`config.mk`:
```
export PLATFORM = sky130hd
export DESIGN_NAME = cp0Top
export DESIGN_NICKNAME = d
export VERILOG_FILES = /design/src/hdl/cp0Pkg.sv /design/src/hdl/cp0Timer.sv /design/src/hdl/cp0StatusCause.sv /design/src/hdl/cp0ExcRecord.sv /design/src/hdl/cp0ReadMux.sv /design/src/hdl/cp0Top.sv
export SDC_FILE = /design/constraint.sdc
export NUM_CORES = 1
export LEC_CHECK = 0
export BUFFER_PORTS_ARGS = -buffer_cell sky130_fd_sc_hd__buf_2
export CORE_MARGIN = 1
export CORE_UTILIZATION = 35
export DETAILED_ROUTE_END_ITERATION = 8
export MAX_ROUTING_LAYER = met4
export PLACE_DENSITY = 0.56
export SLEW_MARGIN = 20
export SYNTH_ARGS = -nofsm -noshare
export SYNTH_HDL_FRONTEND = slang
export SYNTH_HIERARCHICAL = 1
export SYNTH_SLANG_ARGS = --single-unit
```
`constraint.sdc`:
```
create_clock -name clk -period 2.65 [get_ports clk]
set_clock_uncertainty 0.2 [all_clocks]
set_input_delay 0.265 -clock clk [delete_from_list [all_inputs] [get_ports clk]]
set_output_delay 0.265 -clock clk [all_outputs]
set_load 0.02 [all_outputs]
```
`src/hdl/cp0Pkg.sv`:
```
// ==============================
// Exception/timer subset of MIPS32 CP0 only, no TLB registers
// ExcCode literals carry a code prefix since int is a keyword
// ==============================

package cp0Pkg;

    // CP0 register numbers, select 0 only
    typedef enum logic [4:0] {
        badVAddr = 5'd8,
        count    = 5'd9,
        compare  = 5'd11,
        status   = 5'd12,
        cause    = 5'd13,
        epc      = 5'd14,
        prid     = 5'd15
    } cp0RegE;

    // What retires in the last memory stage
    typedef enum logic [4:0] {
        excNone,
        excRefetch,
        excEret,
        excInterrupt,
        excTlbMod,
        excTlbLoadIf,
        excTlbLoadMem,
        excTlbStore,
        excAddrIf,
        excAddrLoad,
        excAddrStore,
        excSyscall,
        excBreak,
        excReserved,
        excCpU,
        excOverflow,
        excTrap
    } excTypeE;

    // Architectural Cause.ExcCode values
    typedef enum logic [4:0] {
        codeInt  = 5'd0,
        codeMod  = 5'd1,
        codeTlbl = 5'd2,
        codeTlbs = 5'd3,
        codeAdel = 5'd4,
        codeAdes = 5'd5,
        codeSys  = 5'd8,
        codeBp   = 5'd9,
        codeRi   = 5'd10,
        codeCpu  = 5'd11,
        codeOv   = 5'd12,
        codeTr   = 5'd13
    } excCodeE;

    typedef struct packed {
        logic        wrEn;
        cp0RegE      addr;
        logic [31:0] data;
    } cp0WriteS;

    typedef struct packed {
        excTypeE     excType;
        logic [31:0] pc;
        logic [31:0] badAddr;     // Memory-stage address
        logic        inDelaySlot;
    } excReqS;

    typedef struct packed {
        logic       cu0;
        logic       bev;
        logic [7:0] im;
        logic       um;
        logic       erl;
        logic       exl;
        logic       ie;
    } statusS;

    typedef struct packed {
        logic       bd;
        logic       ti;
        logic [1:0] ce;
        logic [5:0] ipHw;         // IP7..2
        logic [1:0] ipSw;         // IP1..0
        excCodeE    excCode;
    } causeS;

    // Boot exception vectors selected out of reset
    localparam statusS statusResetC = '{
        cu0: 1'b0, bev: 1'b1, im: 8'h00, um: 1'b0, erl: 1'b0, exl: 1'b0, ie: 1'b0
    };

    localparam logic [31:0] pridValueC    = 32'h0000_4220;
    localparam logic [31:0] compareResetC = 32'hFFFF_FFFF;

endpackage

```
`src/hdl/cp0Timer.sv`:
```
// ==============================
// Count ticks at half the core clock
// TI stays set until Compare is written
// ==============================
`timescale 1ns/1ps

module cp0Timer (
    input  logic             clk,
    input  logic             rstN,
    input  cp0Pkg::cp0WriteS wr,
    output logic [31:0]      count,
    output logic [31:0]      compare,
    output logic             timerInt
);

    logic phase;        // Divide-by-two toggle
    logic countWr;
    logic compareWr;

    assign countWr   = wr.wrEn && (wr.addr == cp0Pkg::count);
    assign compareWr = wr.wrEn && (wr.addr == cp0Pkg::compare);

    always_ff @(posedge clk) begin
        if (!rstN) begin
            phase <= 1'b0;
            count <= '0;
        end else if (countWr) begin
            phase <= 1'b0;          // Restart the divider on a write
            count <= wr.data;
        end else begin
            phase <= ~phase;
            if (phase) begin
                count <= count + 32'd1;
            end
        end
    end

    always_ff @(posedge clk) begin
        if (!rstN) begin
            compare <= cp0Pkg::compareResetC;
        end else if (compareWr) begin
            compare <= wr.data;
        end
    end

    // Sticky flag, write to Compare acknowledges it
    always_ff @(posedge clk) begin
        if (!rstN) begin
            timerInt <= 1'b0;
        end else if (compareWr) begin
            timerInt <= 1'b0;
        end else if (count == compare) begin
            timerInt <= 1'b1;
        end
    end

endmodule

```
`src/hdl/cp0StatusCause.sv`:
```
// ==============================
// Exceptions take priority over MTC0 on EXL
// Cause.BD is filled in by the top level
// ==============================
`timescale 1ns/1ps

module cp0StatusCause (
    input  logic             clk,
    input  logic             rstN,
    input  cp0Pkg::cp0WriteS wr,
    input  cp0Pkg::excReqS   exc,
    input  logic [5:0]       hwInt,
    input  logic             timerInt,
    output cp0Pkg::statusS   status,
    output cp0Pkg::causeS    cause
);

    logic            statusWr;
    logic            causeWr;
    logic            excTaken;
    logic [5:0]      ipHw;
    logic [1:0]      ipSw;
    logic [1:0]      ce;
    cp0Pkg::excCodeE excCode;

    assign statusWr = wr.wrEn && (wr.addr == cp0Pkg::status);
    assign causeWr  = wr.wrEn && (wr.addr == cp0Pkg::cause);
    assign excTaken = (exc.excType != cp0Pkg::excNone) && (exc.excType != cp0Pkg::excRefetch);

    always_ff @(posedge clk) begin
        if (!rstN) begin
            status <= cp0Pkg::statusResetC;
        end else begin
            if (statusWr) begin
                status.cu0 <= wr.data[28];
                status.bev <= wr.data[22];
                status.im  <= wr.data[15:8];
                status.um  <= wr.data[4];
                status.erl <= wr.data[2];
                status.ie  <= wr.data[0];
            end
            // EXL: exception entry and ERET override the write
            if (excTaken) begin
                status.exl <= (exc.excType != cp0Pkg::excEret);
            end else if (statusWr) begin
                status.exl <= wr.data[1];
            end
        end
    end

    always_ff @(posedge clk) begin
        if (!rstN) begin
            ipHw <= '0;
            ipSw <= '0;
            ce   <= '0;
        end else begin
            ipHw <= hwInt | {timerInt, 5'b0};   // Timer shares IP7
            if (causeWr) begin
                ipSw <= wr.data[9:8];
            end
            if (exc.excType == cp0Pkg::excCpU) begin
                ce <= 2'b01;                    // Only CP1 unusable is reported
            end
        end
    end

    always_ff @(posedge clk) begin
        if (!rstN) begin
            excCode <= cp0Pkg::codeInt;
        end else begin
            case (exc.excType)
                cp0Pkg::excInterrupt:  excCode <= cp0Pkg::codeInt;
                cp0Pkg::excTlbMod:     excCode <= cp0Pkg::codeMod;
                cp0Pkg::excTlbLoadIf,
                cp0Pkg::excTlbLoadMem: excCode <= cp0Pkg::codeTlbl;
                cp0Pkg::excTlbStore:   excCode <= cp0Pkg::codeTlbs;
                cp0Pkg::excAddrIf,
                cp0Pkg::excAddrLoad:   excCode <= cp0Pkg::codeAdel;
                cp0Pkg::excAddrStore:  excCode <= cp0Pkg::codeAdes;
                cp0Pkg::excSyscall:    excCode <= cp0Pkg::codeSys;
                cp0Pkg::excBreak:      excCode <= cp0Pkg::codeBp;
                cp0Pkg::excReserved:   excCode <= cp0Pkg::codeRi;
                cp0Pkg::excCpU:        excCode <= cp0Pkg::codeCpu;
                cp0Pkg::excOverflow:   excCode <= cp0Pkg::codeOv;
                cp0Pkg::excTrap:       excCode <= cp0Pkg::codeTr;
                default:               excCode <= excCode;  // None, refetch, ERET
            endcase
        end
    end

    assign cause = '{
        bd: 1'b0, ti: timerInt, ce: ce, ipHw: ipHw, ipSw: ipSw, excCode: excCode
    };

endmodule

```
`src/hdl/cp0ExcRecord.sv`:
```
// ==============================
// EPC and BD hold while EXL is set
// ==============================
`timescale 1ns/1ps

module cp0ExcRecord (
    input  logic             clk,
    input  logic             rstN,
    input  cp0Pkg::cp0WriteS wr,
    input  cp0Pkg::excReqS   exc,
    input  logic             exl,
    output logic [31:0]      epc,
    output logic [31:0]      badVAddr,
    output logic             causeBd
);

    logic excEntry;     // New exception level entered this cycle
    logic epcWr;
    logic pcFault;
    logic addrFault;

    assign excEntry = !exl
                   && (exc.excType != cp0Pkg::excNone)
                   && (exc.excType != cp0Pkg::excRefetch)
                   && (exc.excType != cp0Pkg::excEret);
    assign epcWr    = wr.wrEn && (wr.addr == cp0Pkg::epc);

    // Fetch-side faults report the PC itself
    assign pcFault   = (exc.excType == cp0Pkg::excAddrIf)
                    || (exc.excType == cp0Pkg::excTlbLoadIf);
    assign addrFault = (exc.excType == cp0Pkg::excAddrLoad)
                    || (exc.excType == cp0Pkg::excAddrStore)
                    || (exc.excType == cp0Pkg::excTlbLoadMem)
                    || (exc.excType == cp0Pkg::excTlbStore)
                    || (exc.excType == cp0Pkg::excTlbMod);

    always_ff @(posedge clk) begin
        if (!rstN) begin
            epc     <= '0;
            causeBd <= 1'b0;
        end else if (excEntry) begin
            // Branch in front of the slot is the restart point
            epc     <= exc.inDelaySlot ? exc.pc - 32'd4 : exc.pc;
            causeBd <= exc.inDelaySlot;
        end else if (epcWr) begin
            epc     <= wr.data;
        end
    end

    always_ff @(posedge clk) begin
        if (!rstN) begin
            badVAddr <= '0;
        end else if (pcFault) begin
            badVAddr <= exc.pc;
        end else if (addrFault) begin
            badVAddr <= exc.badAddr;
        end
    end

endmodule

```
`src/hdl/cp0ReadMux.sv`:
```
// ==============================
// Unimplemented register numbers read as zero
// ==============================
`timescale 1ns/1ps

module cp0ReadMux (
    input  cp0Pkg::cp0RegE rdAddr,
    input  cp0Pkg::statusS status,
    input  cp0Pkg::causeS  cause,
    input  logic [31:0]    count,
    input  logic [31:0]    compare,
    input  logic [31:0]    epc,
    input  logic [31:0]    badVAddr,
    output logic [31:0]    rdData
);

    logic [31:0] statusWord;
    logic [31:0] causeWord;

    // Architectural bit positions
    assign statusWord = {3'b0, status.cu0, 5'b0, status.bev, 6'b0, status.im,
                         3'b0, status.um, 1'b0, status.erl, status.exl, status.ie};
    assign causeWord  = {cause.bd, cause.ti, cause.ce, 12'b0, cause.ipHw, cause.ipSw,
                         1'b0, cause.excCode, 2'b0};

    always_comb begin
        case (rdAddr)
            cp0Pkg::badVAddr: rdData = badVAddr;
            cp0Pkg::count:    rdData = count;
            cp0Pkg::compare:  rdData = compare;
            cp0Pkg::status:   rdData = statusWord;
            cp0Pkg::cause:    rdData = causeWord;
            cp0Pkg::epc:      rdData = epc;
            cp0Pkg::prid:     rdData = cp0Pkg::pridValueC;
            default:          rdData = '0;
        endcase
    end

endmodule

```
`src/hdl/cp0Top.sv`:
```
// ==============================
// Write port and exception record sampled every cycle
// ==============================
`timescale 1ns/1ps

module cp0Top (
    input  logic             clk,
    input  logic             rstN,
    input  logic [5:0]       hwInt,
    input  cp0Pkg::cp0WriteS wr,
    input  cp0Pkg::excReqS   exc,
    input  cp0Pkg::cp0RegE   rdAddr,
    output logic [31:0]      rdData,
    output cp0Pkg::statusS   status,
    output cp0Pkg::causeS    cause,
    output logic [31:0]      epc
);

    logic [31:0]   count;
    logic [31:0]   compare;
    logic          timerInt;
    logic [31:0]   badVAddr;
    logic          causeBd;
    cp0Pkg::causeS causeCore;   // Cause without BD

    cp0Timer timer_i (
        .clk      (clk),
        .rstN     (rstN),
        .wr       (wr),
        .count    (count),
        .compare  (compare),
        .timerInt (timerInt)
    );

    cp0StatusCause statusCause_i (
        .clk      (clk),
        .rstN     (rstN),
        .wr       (wr),
        .exc      (exc),
        .hwInt    (hwInt),
        .timerInt (timerInt),
        .status   (status),
        .cause    (causeCore)
    );

    cp0ExcRecord excRecord_i (
        .clk      (clk),
        .rstN     (rstN),
        .wr       (wr),
        .exc      (exc),
        .exl      (status.exl),
        .epc      (epc),
        .badVAddr (badVAddr),
        .causeBd  (causeBd)
    );

    assign cause = '{
        bd: causeBd, ti: causeCore.ti, ce: causeCore.ce, ipHw: causeCore.ipHw,
        ipSw: causeCore.ipSw, excCode: causeCore.excCode
    };

    cp0ReadMux readMux_i (
        .rdAddr   (rdAddr),
        .status   (status),
        .cause    (cause),
        .count    (count),
        .compare  (compare),
        .epc      (epc),
        .badVAddr (badVAddr),
        .rdData   (rdData)
    );

endmodule

```
Word level (Yosys, flattened, before mapping)
Index checks and enable logic that the tools add are counted.

Word-level logic and storage cells: 88. Bits of input ports: 121. Flip-flop bits (word level): 159.

Eq/ne operators: 29. Bitwise operators: 3. Reductions and logical operators: 25. Add/subtract/negate cells: 2. Mux-type cells: 11.

Operators by type and width (number): 2-to-1 mux 32 bit (7); one-hot mux 32 bit (7 select lines) (1); equality test 5 x 4 -> 1 bit (second input constant) (20); one-hot mux 5 bit (12 select lines) (1); adder 32 x 1 -> 32 bit (second input constant) (1); equality test 32 bit (1); subtractor 32 x 3 -> 32 bit (second input constant) (1); equality test 5 x 3 -> 1 bit (second input constant) (4); nonzero test 12 bit (1); logical AND 1 bit (9); nonzero test 2 bit (4); OR reduction 2 bit (4); bitwise OR 6 bit (1); equality test 5 x 2 -> 1 bit (second input constant) (1); equality test 5 bit (second input constant) (1); logical OR 1 bit (5); inequality test 5 x 1 -> 1 bit (second input constant) (1); inequality test 5 x 2 -> 1 bit (second input constant) (1); nonzero test 5 bit (1); 2-to-1 mux 1 bit (2); NOT 1 bit (2); logical NOT 1 bit (1).

Depth between registers and ports, before layout
Gate-level depths: netlist (run 1).

Word-level depth: 7. Depth in mapped cells: 7.

Cells and area by module
The synthesis (run 1) kept the hierarchy.

Modules (own cells, without submodules): cp0ExcRecord (cells an instance 445, instances 1, area an instance 3981.3 sq um); cp0Timer (cells an instance 399, instances 1, area an instance 3288.2 sq um); cp0ReadMux (cells an instance 149, instances 1, area an instance 1127.3 sq um); cp0StatusCause (cells an instance 132, instances 1, area an instance 1121.1 sq um); cp0Top (cells an instance 1, instances 1, area an instance 7.5 sq um).

Least setup slack after synthesis (run 1)
OpenSTA, ideal clock, no wires.

Path kind: input-to-reg. Start: input exc[0] (netlist name). End: register excRecord_i.epc[31]. Arrival: 1.877 ns. Setup time: 0.122 ns. Required time: 2.328 ns. Stages: 5. Buffers on the path: 1. Setup slack: 0.451 ns. Path through: buf_6 > or4b_4 > or4_4 > o311a_1 > a221o_1.

Word-level cells in the longest chain between the ends: 2.

RTL lines: from (decl) (RTL line cp0Top.sv:11) `input cp0Pkg::excReqS exc,`; 2-to-1 mux 32 bit (RTL line cp0ExcRecord.sv:43) `epc <= exc.inDelaySlot ? exc.pc - 32'd4 : exc.pc;`; 2-to-1 mux 32 bit (RTL line cp0ExcRecord.sv:41) `end else if (excEntry) begin`; to (signal assigned) (RTL line cp0ExcRecord.sv:43); to (signal assigned) (RTL line cp0ExcRecord.sv:46) `epc <= wr.data;`; to (decl) (RTL line cp0ExcRecord.sv:12) `output logic [31:0] epc,`.

Every way passes these cells. A chain may end at the register's enable or synchronous reset.

Worst setup path in the final report (run 1)
Start: input exc[55] (netlist name). End: register excRecord_i.epc[27].

Word-level cells in the longest chain between the ends: 3.

RTL lines (RTL line): subtractor 32 x 3 -> 32 bit (cp0ExcRecord.sv:43); 2-to-1 mux 32 bit (cp0ExcRecord.sv:43); 2-to-1 mux 32 bit (cp0ExcRecord.sv:41).

Every way passes these cells.

==> summary.txt, run 1 <==
Hold path
  • Class of the most critical hold timing path: in2reg

STA
  • Setup TNS after final layout: 0 ns
  • Max_slew headroom: 0.284
  • Unrepaired setup endpoints after global routing: no
  • Upper clock frequency limit: 398 MHz
  • Post-layout minimum cycle time: 2.51 ns
  • Transition time of the tightest slew-check pin: 1.07 ns
  • Portion of the clock cycle consumed by the worst path in the final layout: 0.949
  • Worst Hold Margin: 0.00793 ns
  • Fin. Hold Viols: 0
  • Setup violation total in the final timing report: 0
  • Pins Over Slew Limit: 0

Setup path
  • Buffers & Inverters on Critical Path: 2
  • Crit start category: input port
  • Type of the setup path with the least slack: in2reg
  • Highest-delay cell along the critical path: sky130_fd_sc_hd__dlygate4sd3_1
  • Crit-path cells: dlygate4sd3_1, buf_2, or3_1, or4_4, or4_1, o211a_1
  • Largest stage delay on the critical path: 0.54 ns
  • Arrival time worst endpoint: 2.63 ns
  • Required time at the worst-slack endpoint: 2.77 ns
  • Cell class contributing the biggest share of worst-path delay: simple AND/OR/NAND/NOR gates
  • Worst Path Max Fanout: 5
  • Kind of end point of the critical path: flop

Routing
  • Post-route ant nets: 0
  • Vias after detailed routing: 10147
  • Number of violations reported at the end of detailed-routing iteration 0: 1138
  • Average wire length per cell after detail routing: 23.3 um
  • Vias/cell: 5.87
  • Final Routed Wirelength: 40300 um
  • Count of unresolved DRC violations after routing: 0
  • Number of detailed-route iterations in the first pass: 6

Clock network
  • Clock sinks: 158
  • Cts-stage hold buffer count: 66
  • TritonCTS clock tree: done
  • Worst skew pair latency: 0.43 ns
  • CTS H-Tree Depth: 4
  • Clk buf depth: 2
  • Root Buffer Master: sky130_fd_sc_hd__clkbuf_16
  • Setup fix buffers added after clock tree synthesis: 0
  • Cts repair resizes: 0
  • Clock-pin slew on the worst setup and hold paths: 0.07 ns
  • Clock buffer count from CTS: 17

Cells and area
  • Most frequent cells in the layout: sky130_fd_sc_hd__buf_2 (213), sky130_fd_sc_hd__dfxtp_1 (158), sky130_fd_sc_hd__nand2_1 (141), sky130_fd_sc_hd__nand3_1 (81), sky130_fd_sc_hd__dlygate4sd3_1 (66)
  • Commonest non-fill, non-tap cell in the layout: sky130_fd_sc_hd__buf_2
  • Area of all placed cells without fillers: 12300 sq um
  • Final standard cell count with taps included and fillers excluded: 1728
  • Antenna Cells: 0
  • Net count reported at finish: 1503
  • Area overhead of the layout relative to synthesis: 28.8%
  • Share of layout cells above drive strength 1: 0.259

Floorplanning
  • Boundary pin count: 216
  • CORE AREA: 26400 sq um
  • Initial Util: 0.361
  • Area of the die: 27900 sq um
  • Die width: 167 um
  • Die Ht: 167 um
  • Number of cell rows: 59

Job
  • Max-cap violation count: 0

Placed design
  • Global placement routability congestion: 0.975
  • Half-perimeter wire length after detailed placement: 29900 um
  • Number of cells after detailed placement: 1630
  • Instance area after placement: 11000 sq um
  • Number of I/O port buffers: 213

Power and ir drop
  • Peak ir drop on the vdd network: 309 uV
  • PwrDens: 499 nW/um^2
  • LEAKAGE: 5.13 nW

Synth
  • Avg Inst Size Synth: 8.46 sq um
  • Gate Count Post-Synth: 1125
  • Total of warnings raised by yosys: 6
  • Synthesized area: 9520 sq um

Global route
  • Vias in the first global route: 9500
  • Grt ovf: 0
  • Maximum number of pins on one net before global-route repair: 72
  • Number of antenna violations at the first check in global routing: 0
  • Overall fraction of global-route tracks in use: 0.293
  • Wire length of the first global-routing pass: 59900 um

Run status
  • Result of the run: finished clean
==> power breakdown <==
group | switching, mW | internal (mW)
clock | 1.10 | 1.27
sequential | 0.140 | 2.49
combinational | 0.651 | 0.465
==> routing by layer <==
| layer | global-route usage | part of all wire | vias to the layer above |
|---|---|---|---|
| met1 | 0.413 | 0.46 | 4832 |
| met2 | 0.437 | 0.44 | 507 |
| li1 | - | - | 4750 |
| met5 | - | 0 | - |
| met3 | 0.0375 | 0.075 | 58 |
| met4 | 0.0769 | 0.021 | 0 |
==> flip-flops by register name (all words and copies together) (netlist names) <==
| signal | flops |
|---|---|
| statusCause_i/ipSw | 2 |
| excRecord_i/causeBd | 1 |
| excRecord_i/badVAddr | 32 |
| timer_i/count | 32 |
| statusCause_i/ipHw | 6 |
| timer_i/timerInt | 1 |
| timer_i/phase | 1 |
| excRecord_i/epc | 32 |
| statusCause_i/excCode | 4 |
| statusCause_i/ce | 1 |
| timer_i/compare | 32 |
| statusCause_i/status | 14 |
==> tightest hold or removal path, cell delays in order <==
cell and delay (ns):
sky130_fd_sc_hd__buf_2 0.09, sky130_fd_sc_hd__mux2_2 0.13, sky130_fd_sc_hd__o311a_1 0.12
==> layout make-up <==
class                      instances  area, sq um
clock buffer                      19          453
inverter                           9         33.8
tap                              335          419
fill                            2588        14100
clock inverter                    13          106
sequential                       158         3160
multi-input combinational        863         5920
timing repair buffer             331         2150
==> through the flow <==
step,worst slack [ns],utilization,total power [mW]
after global routing,0.0962,0.465,6.32
after floorplan,0.451,-,3.20
after detailed placement,0.247,0.419,3.70
after global placement,0.200,0.419,3.69
final,0.136,0.465,6.11
after CTS,0.167,0.465,6.12
==> final timing paths <==
path                      startpoint                  endpoint  slack (ns)  cells after the start
max                          exc[55]       excRecord_i/epc[27]        0.14                      6
min                          exc[22]  excRecord_i/badVAddr[21]       0.008                      3
max reg2reg         timer_i/count[1]         timer_i/count[22]        0.32                      6
min reg2reg  statusCause_i/status[3]   statusCause_i/status[3]        0.27                      2
No activity file was read; power rests on OpenSTA's default activity.
==> run 2, diff against run 1 <==
==> constraint.sdc (replaced) <==
create_clock -name clk -period 2.65 [get_ports clk]
set_clock_uncertainty 0.2 [all_clocks]
set_input_delay 0 -clock clk [delete_from_list [all_inputs] [get_ports clk]]
set_output_delay 0 -clock clk [all_outputs]
set_load 0.02 [all_outputs]
==> run 2 against run 1 <==
The flow now finishes with violations (negative hold slack). Non-clock buffer count rose by 72. Cell area rose by 6.8%. Register-to-register slack barely moved. Sequential share of layout area fell by 1.6 points. Global-route usage rose by 0.44 points. Clock power rose by 8%. Sequential power barely moved. Via count rose by 3.1%. Critical endpoint is now excRecord_i/badVAddr[15].
==> summary.txt, run 2 (synthesized netlist as in run 1, its figures left out) <==
Setup path
  • Largest stage delay on the critical path: 0.57 ns (was 0.54 ns)
  • Arrival time worst endpoint: 2.71 ns (was 2.63 ns)
  • Highest-delay cell along the critical path: sky130_fd_sc_hd__dlygate4sd3_1 (unchanged)
  • Required time at the worst-slack endpoint: 2.78 ns (was 2.77 ns)
  • Buffers & Inverters on Critical Path: 4 (was 2)
  • Worst Path Max Fanout: 32 (was 5)
  • Cell class contributing the biggest share of worst-path delay: buffers and inverters (was simple AND/OR/NAND/NOR gates)
  • Most frequent CP cell: sky130_fd_sc_hd__dlygate4sd3_1
  • Crit start category: input port (unchanged)
  • Kind of end point of the critical path: flop (unchanged)
  • Crit-path cells: dlygate4sd3_1, buf_2, and3b_1, o21ai_4, buf_6, mux2_2, dlygate4sd3_1, o311a_1 (was dlygate4sd3_1, buf_2, or3_1, or4_4, or4_1, o211a_1)
  • Type of the setup path with the least slack: in2reg (unchanged)

STA
  • Post-layout minimum cycle time: 2.58 ns (was 2.51 ns)
  • Portion of the clock cycle consumed by the worst path in the final layout: 0.975 (was 0.949)
  • Max_slew headroom: 0.281 (was 0.284)
  • Pins Over Slew Limit: 0 (unchanged)
  • Fin. Hold Viols: 1 (was 0)
  • Setup TNS after final layout: 0 ns (unchanged)
  • Worst Hold Margin: -0.00265 ns (was 0.00793 ns)
  • Transition time of the tightest slew-check pin: 1.08 ns (was 1.07 ns)
  • Final setup margin: 0.0671 ns (was 0.136 ns)
  • Upper clock frequency limit: 387 MHz (was 398 MHz)
  • Setup violation total in the final timing report: 0 (unchanged)
  • Unrepaired setup endpoints after global routing: no (unchanged)

Routing
  • Detailed-route wire length on metal 1: 18200 um (was 18700 um)
  • Post-route ant nets: 0 (unchanged)
  • Routed wl met2: 18500 um (was 17700 um)
  • Number of violations reported at the end of detailed-routing iteration 0: 1121 (was 1138)
  • Count of unresolved DRC violations after routing: 0 (unchanged)
  • Vias/cell: 5.81 (was 5.87)
  • Final Routed Wirelength: 40800 um (was 40300 um)
  • Uppermost layer routed: met4 (unchanged)
  • Average wire length per cell after detail routing: 22.6 um (was 23.3 um)
  • Number of detailed-route iterations in the first pass: 5 (was 6)
  • Detailed-routed wire length on met3: 3070 um (was 3010 um)
  • Vias after detailed routing: 10464 (was 10147)

Global route
  • Maximum number of pins on one net before global-route repair: 72 (unchanged)
  • Number of antenna violations at the first check in global routing: 0 (unchanged)
  • Vias in the first global route: 9745 (was 9500)
  • Overall fraction of global-route tracks in use: 0.297 (was 0.293)
  • Wire length of the first global-routing pass: 61000 um (was 59900 um)
  • Grt ovf: 0 (unchanged)

Hold path
  • Class of the most critical hold timing path: in2reg (unchanged)

Placed design
  • Number of I/O port buffers: 213 (unchanged)
  • Half-perimeter wire length after detailed placement: 29300 um (was 29900 um)
  • Number of cells after detailed placement: 1612 (was 1630)
  • Global placement routability congestion: 0.949 (was 0.975)
  • Worst slack at placement: 0.473 ns (was 0.247 ns)

Power and ir drop
  • PwrDens: 488 nW/um^2 (was 499 nW/um^2)
  • Peak ir drop on the vdd network: 337 uV (was 309 uV)
  • LEAKAGE: 5.42 nW (was 5.13 nW)

Clock network
  • CTS H-Tree Depth: 4 (unchanged)
  • Clock buffer count from CTS: 17 (unchanged)
  • Clock-pin slew on the worst setup and hold paths: 0.07 ns (about the same)
  • TritonCTS clock tree: done (unchanged)
  • Root Buffer Master: sky130_fd_sc_hd__clkbuf_16 (unchanged)
  • Worst skew pair latency: 0.45 ns (was 0.43 ns)
  • Clock sinks: 158 (unchanged)
  • Clk buf depth: 2 (unchanged)

Run status
  • Violations in the final reports: negative hold slack
  • Result of the run: finished, violations left (was finished clean)

Cells and area
  • Net count reported at finish: 1575 (was 1503)
  • Commonest non-fill, non-tap cell in the layout: sky130_fd_sc_hd__buf_2 (unchanged)
  • Most frequent cells in the layout: sky130_fd_sc_hd__buf_2 (212), sky130_fd_sc_hd__dfxtp_1 (158), sky130_fd_sc_hd__dlygate4sd3_1 (156), sky130_fd_sc_hd__nand2_1 (141), sky130_fd_sc_hd__nand3_1 (80) (was sky130_fd_sc_hd__buf_2 (213), sky130_fd_sc_hd__dfxtp_1 (158), sky130_fd_sc_hd__nand2_1 (141), sky130_fd_sc_hd__nand3_1 (81), sky130_fd_sc_hd__dlygate4sd3_1 (66))
  • Area overhead of the layout relative to synthesis: 37.5% (was 28.8%)
  • Final core utilization: 0.497 (was 0.465)
  • Share of layout cells above drive strength 1: 0.235 (was 0.259)
  • Final standard cell count with taps included and fillers excluded: 1800 (was 1728)
  • Antenna Cells: 0 (unchanged)

Floorplanning
  • Boundary pin count: 216 (unchanged)
  • CORE AREA: 26400 sq um (unchanged)
  • Number of cell rows: 59 (unchanged)
  • Die width: 167 um (unchanged)
  • Die Ht: 167 um (unchanged)
  • Initial Util: 0.361 (unchanged)
  • Area of the die: 27900 sq um (unchanged)

Job
  • Max-cap violation count: 0 (unchanged)
## run 2: worst paths after layout
kind / from / end / slack (ns) / cells past startpoint
setup / recovery: exc[68] / excRecord_i/badVAddr[15] / 0.07 / 8
hold reg to reg: statusCause_i/status[3] / statusCause_i/status[3] / 0.27 / 2
setup reg to reg: statusCause_i/status[1] / excRecord_i/epc[19] / 0.32 / 5
hold / removal: exc[46] / excRecord_i/epc[27] / -0.003 / 5
## run 2: per-stage QoR
step | power, mW | area, sq um
6_report | 6.39 | 13100
5_1_grt | 6.58 | 13100
4_1_cts | 6.37 | 13000
3_5_place_dp | 3.67 | 10900
3_3_place_gp | 3.66 | 10900
2_1_floorplan | 3.20 | 9520
## run 2: report_power, final
| part | total, mW | internal, mW | switching [mW] |
|---|---|---|---|
| clock network | 2.55 | 1.41 | 1.15 |
| logic | 1.20 | 0.543 | 0.659 |
| registers | 2.63 | 2.49 | 0.146 |
## run 2: worst register-to-register path, delay by kind of cell, from the launching register on
kind	cells	cell delay [ns]
AO/OA/AOI/OAI	2	0.46
buffers and inverters	2	0.78
flip-flops	1	0.40
AND/OR/NAND/NOR	1	0.38
## run 2: metal layers
layer,track usage,vias to the layer above
li1,-,4889
met1,0.406,5026
met3,0.0416,65
met2,0.451,484
met5,-,-
met4,0.0914,0
## run 2: cell type report
type | instances | area [sq um]
flip-flops and latches | 158 | 3160
repair buffers | 403 | 2910
clock buffers | 18 | 429
clock inverters | 14 | 159
inverters | 9 | 33.8
well taps | 335 | 419
fillers | 2487 | 13300
multi-input cells | 863 | 5970
## run 2: what timing repair did
| action | in CTS | in global routing |
|---|---|---|
| hold buffers | 156 | 0 |
| hold endpoints to repair | 156 | 0 |
| setup endpoints to repair | 0 | 25 |
| resized for setup | 0 | 9 |
| buffers inserted | 0 | 0 |
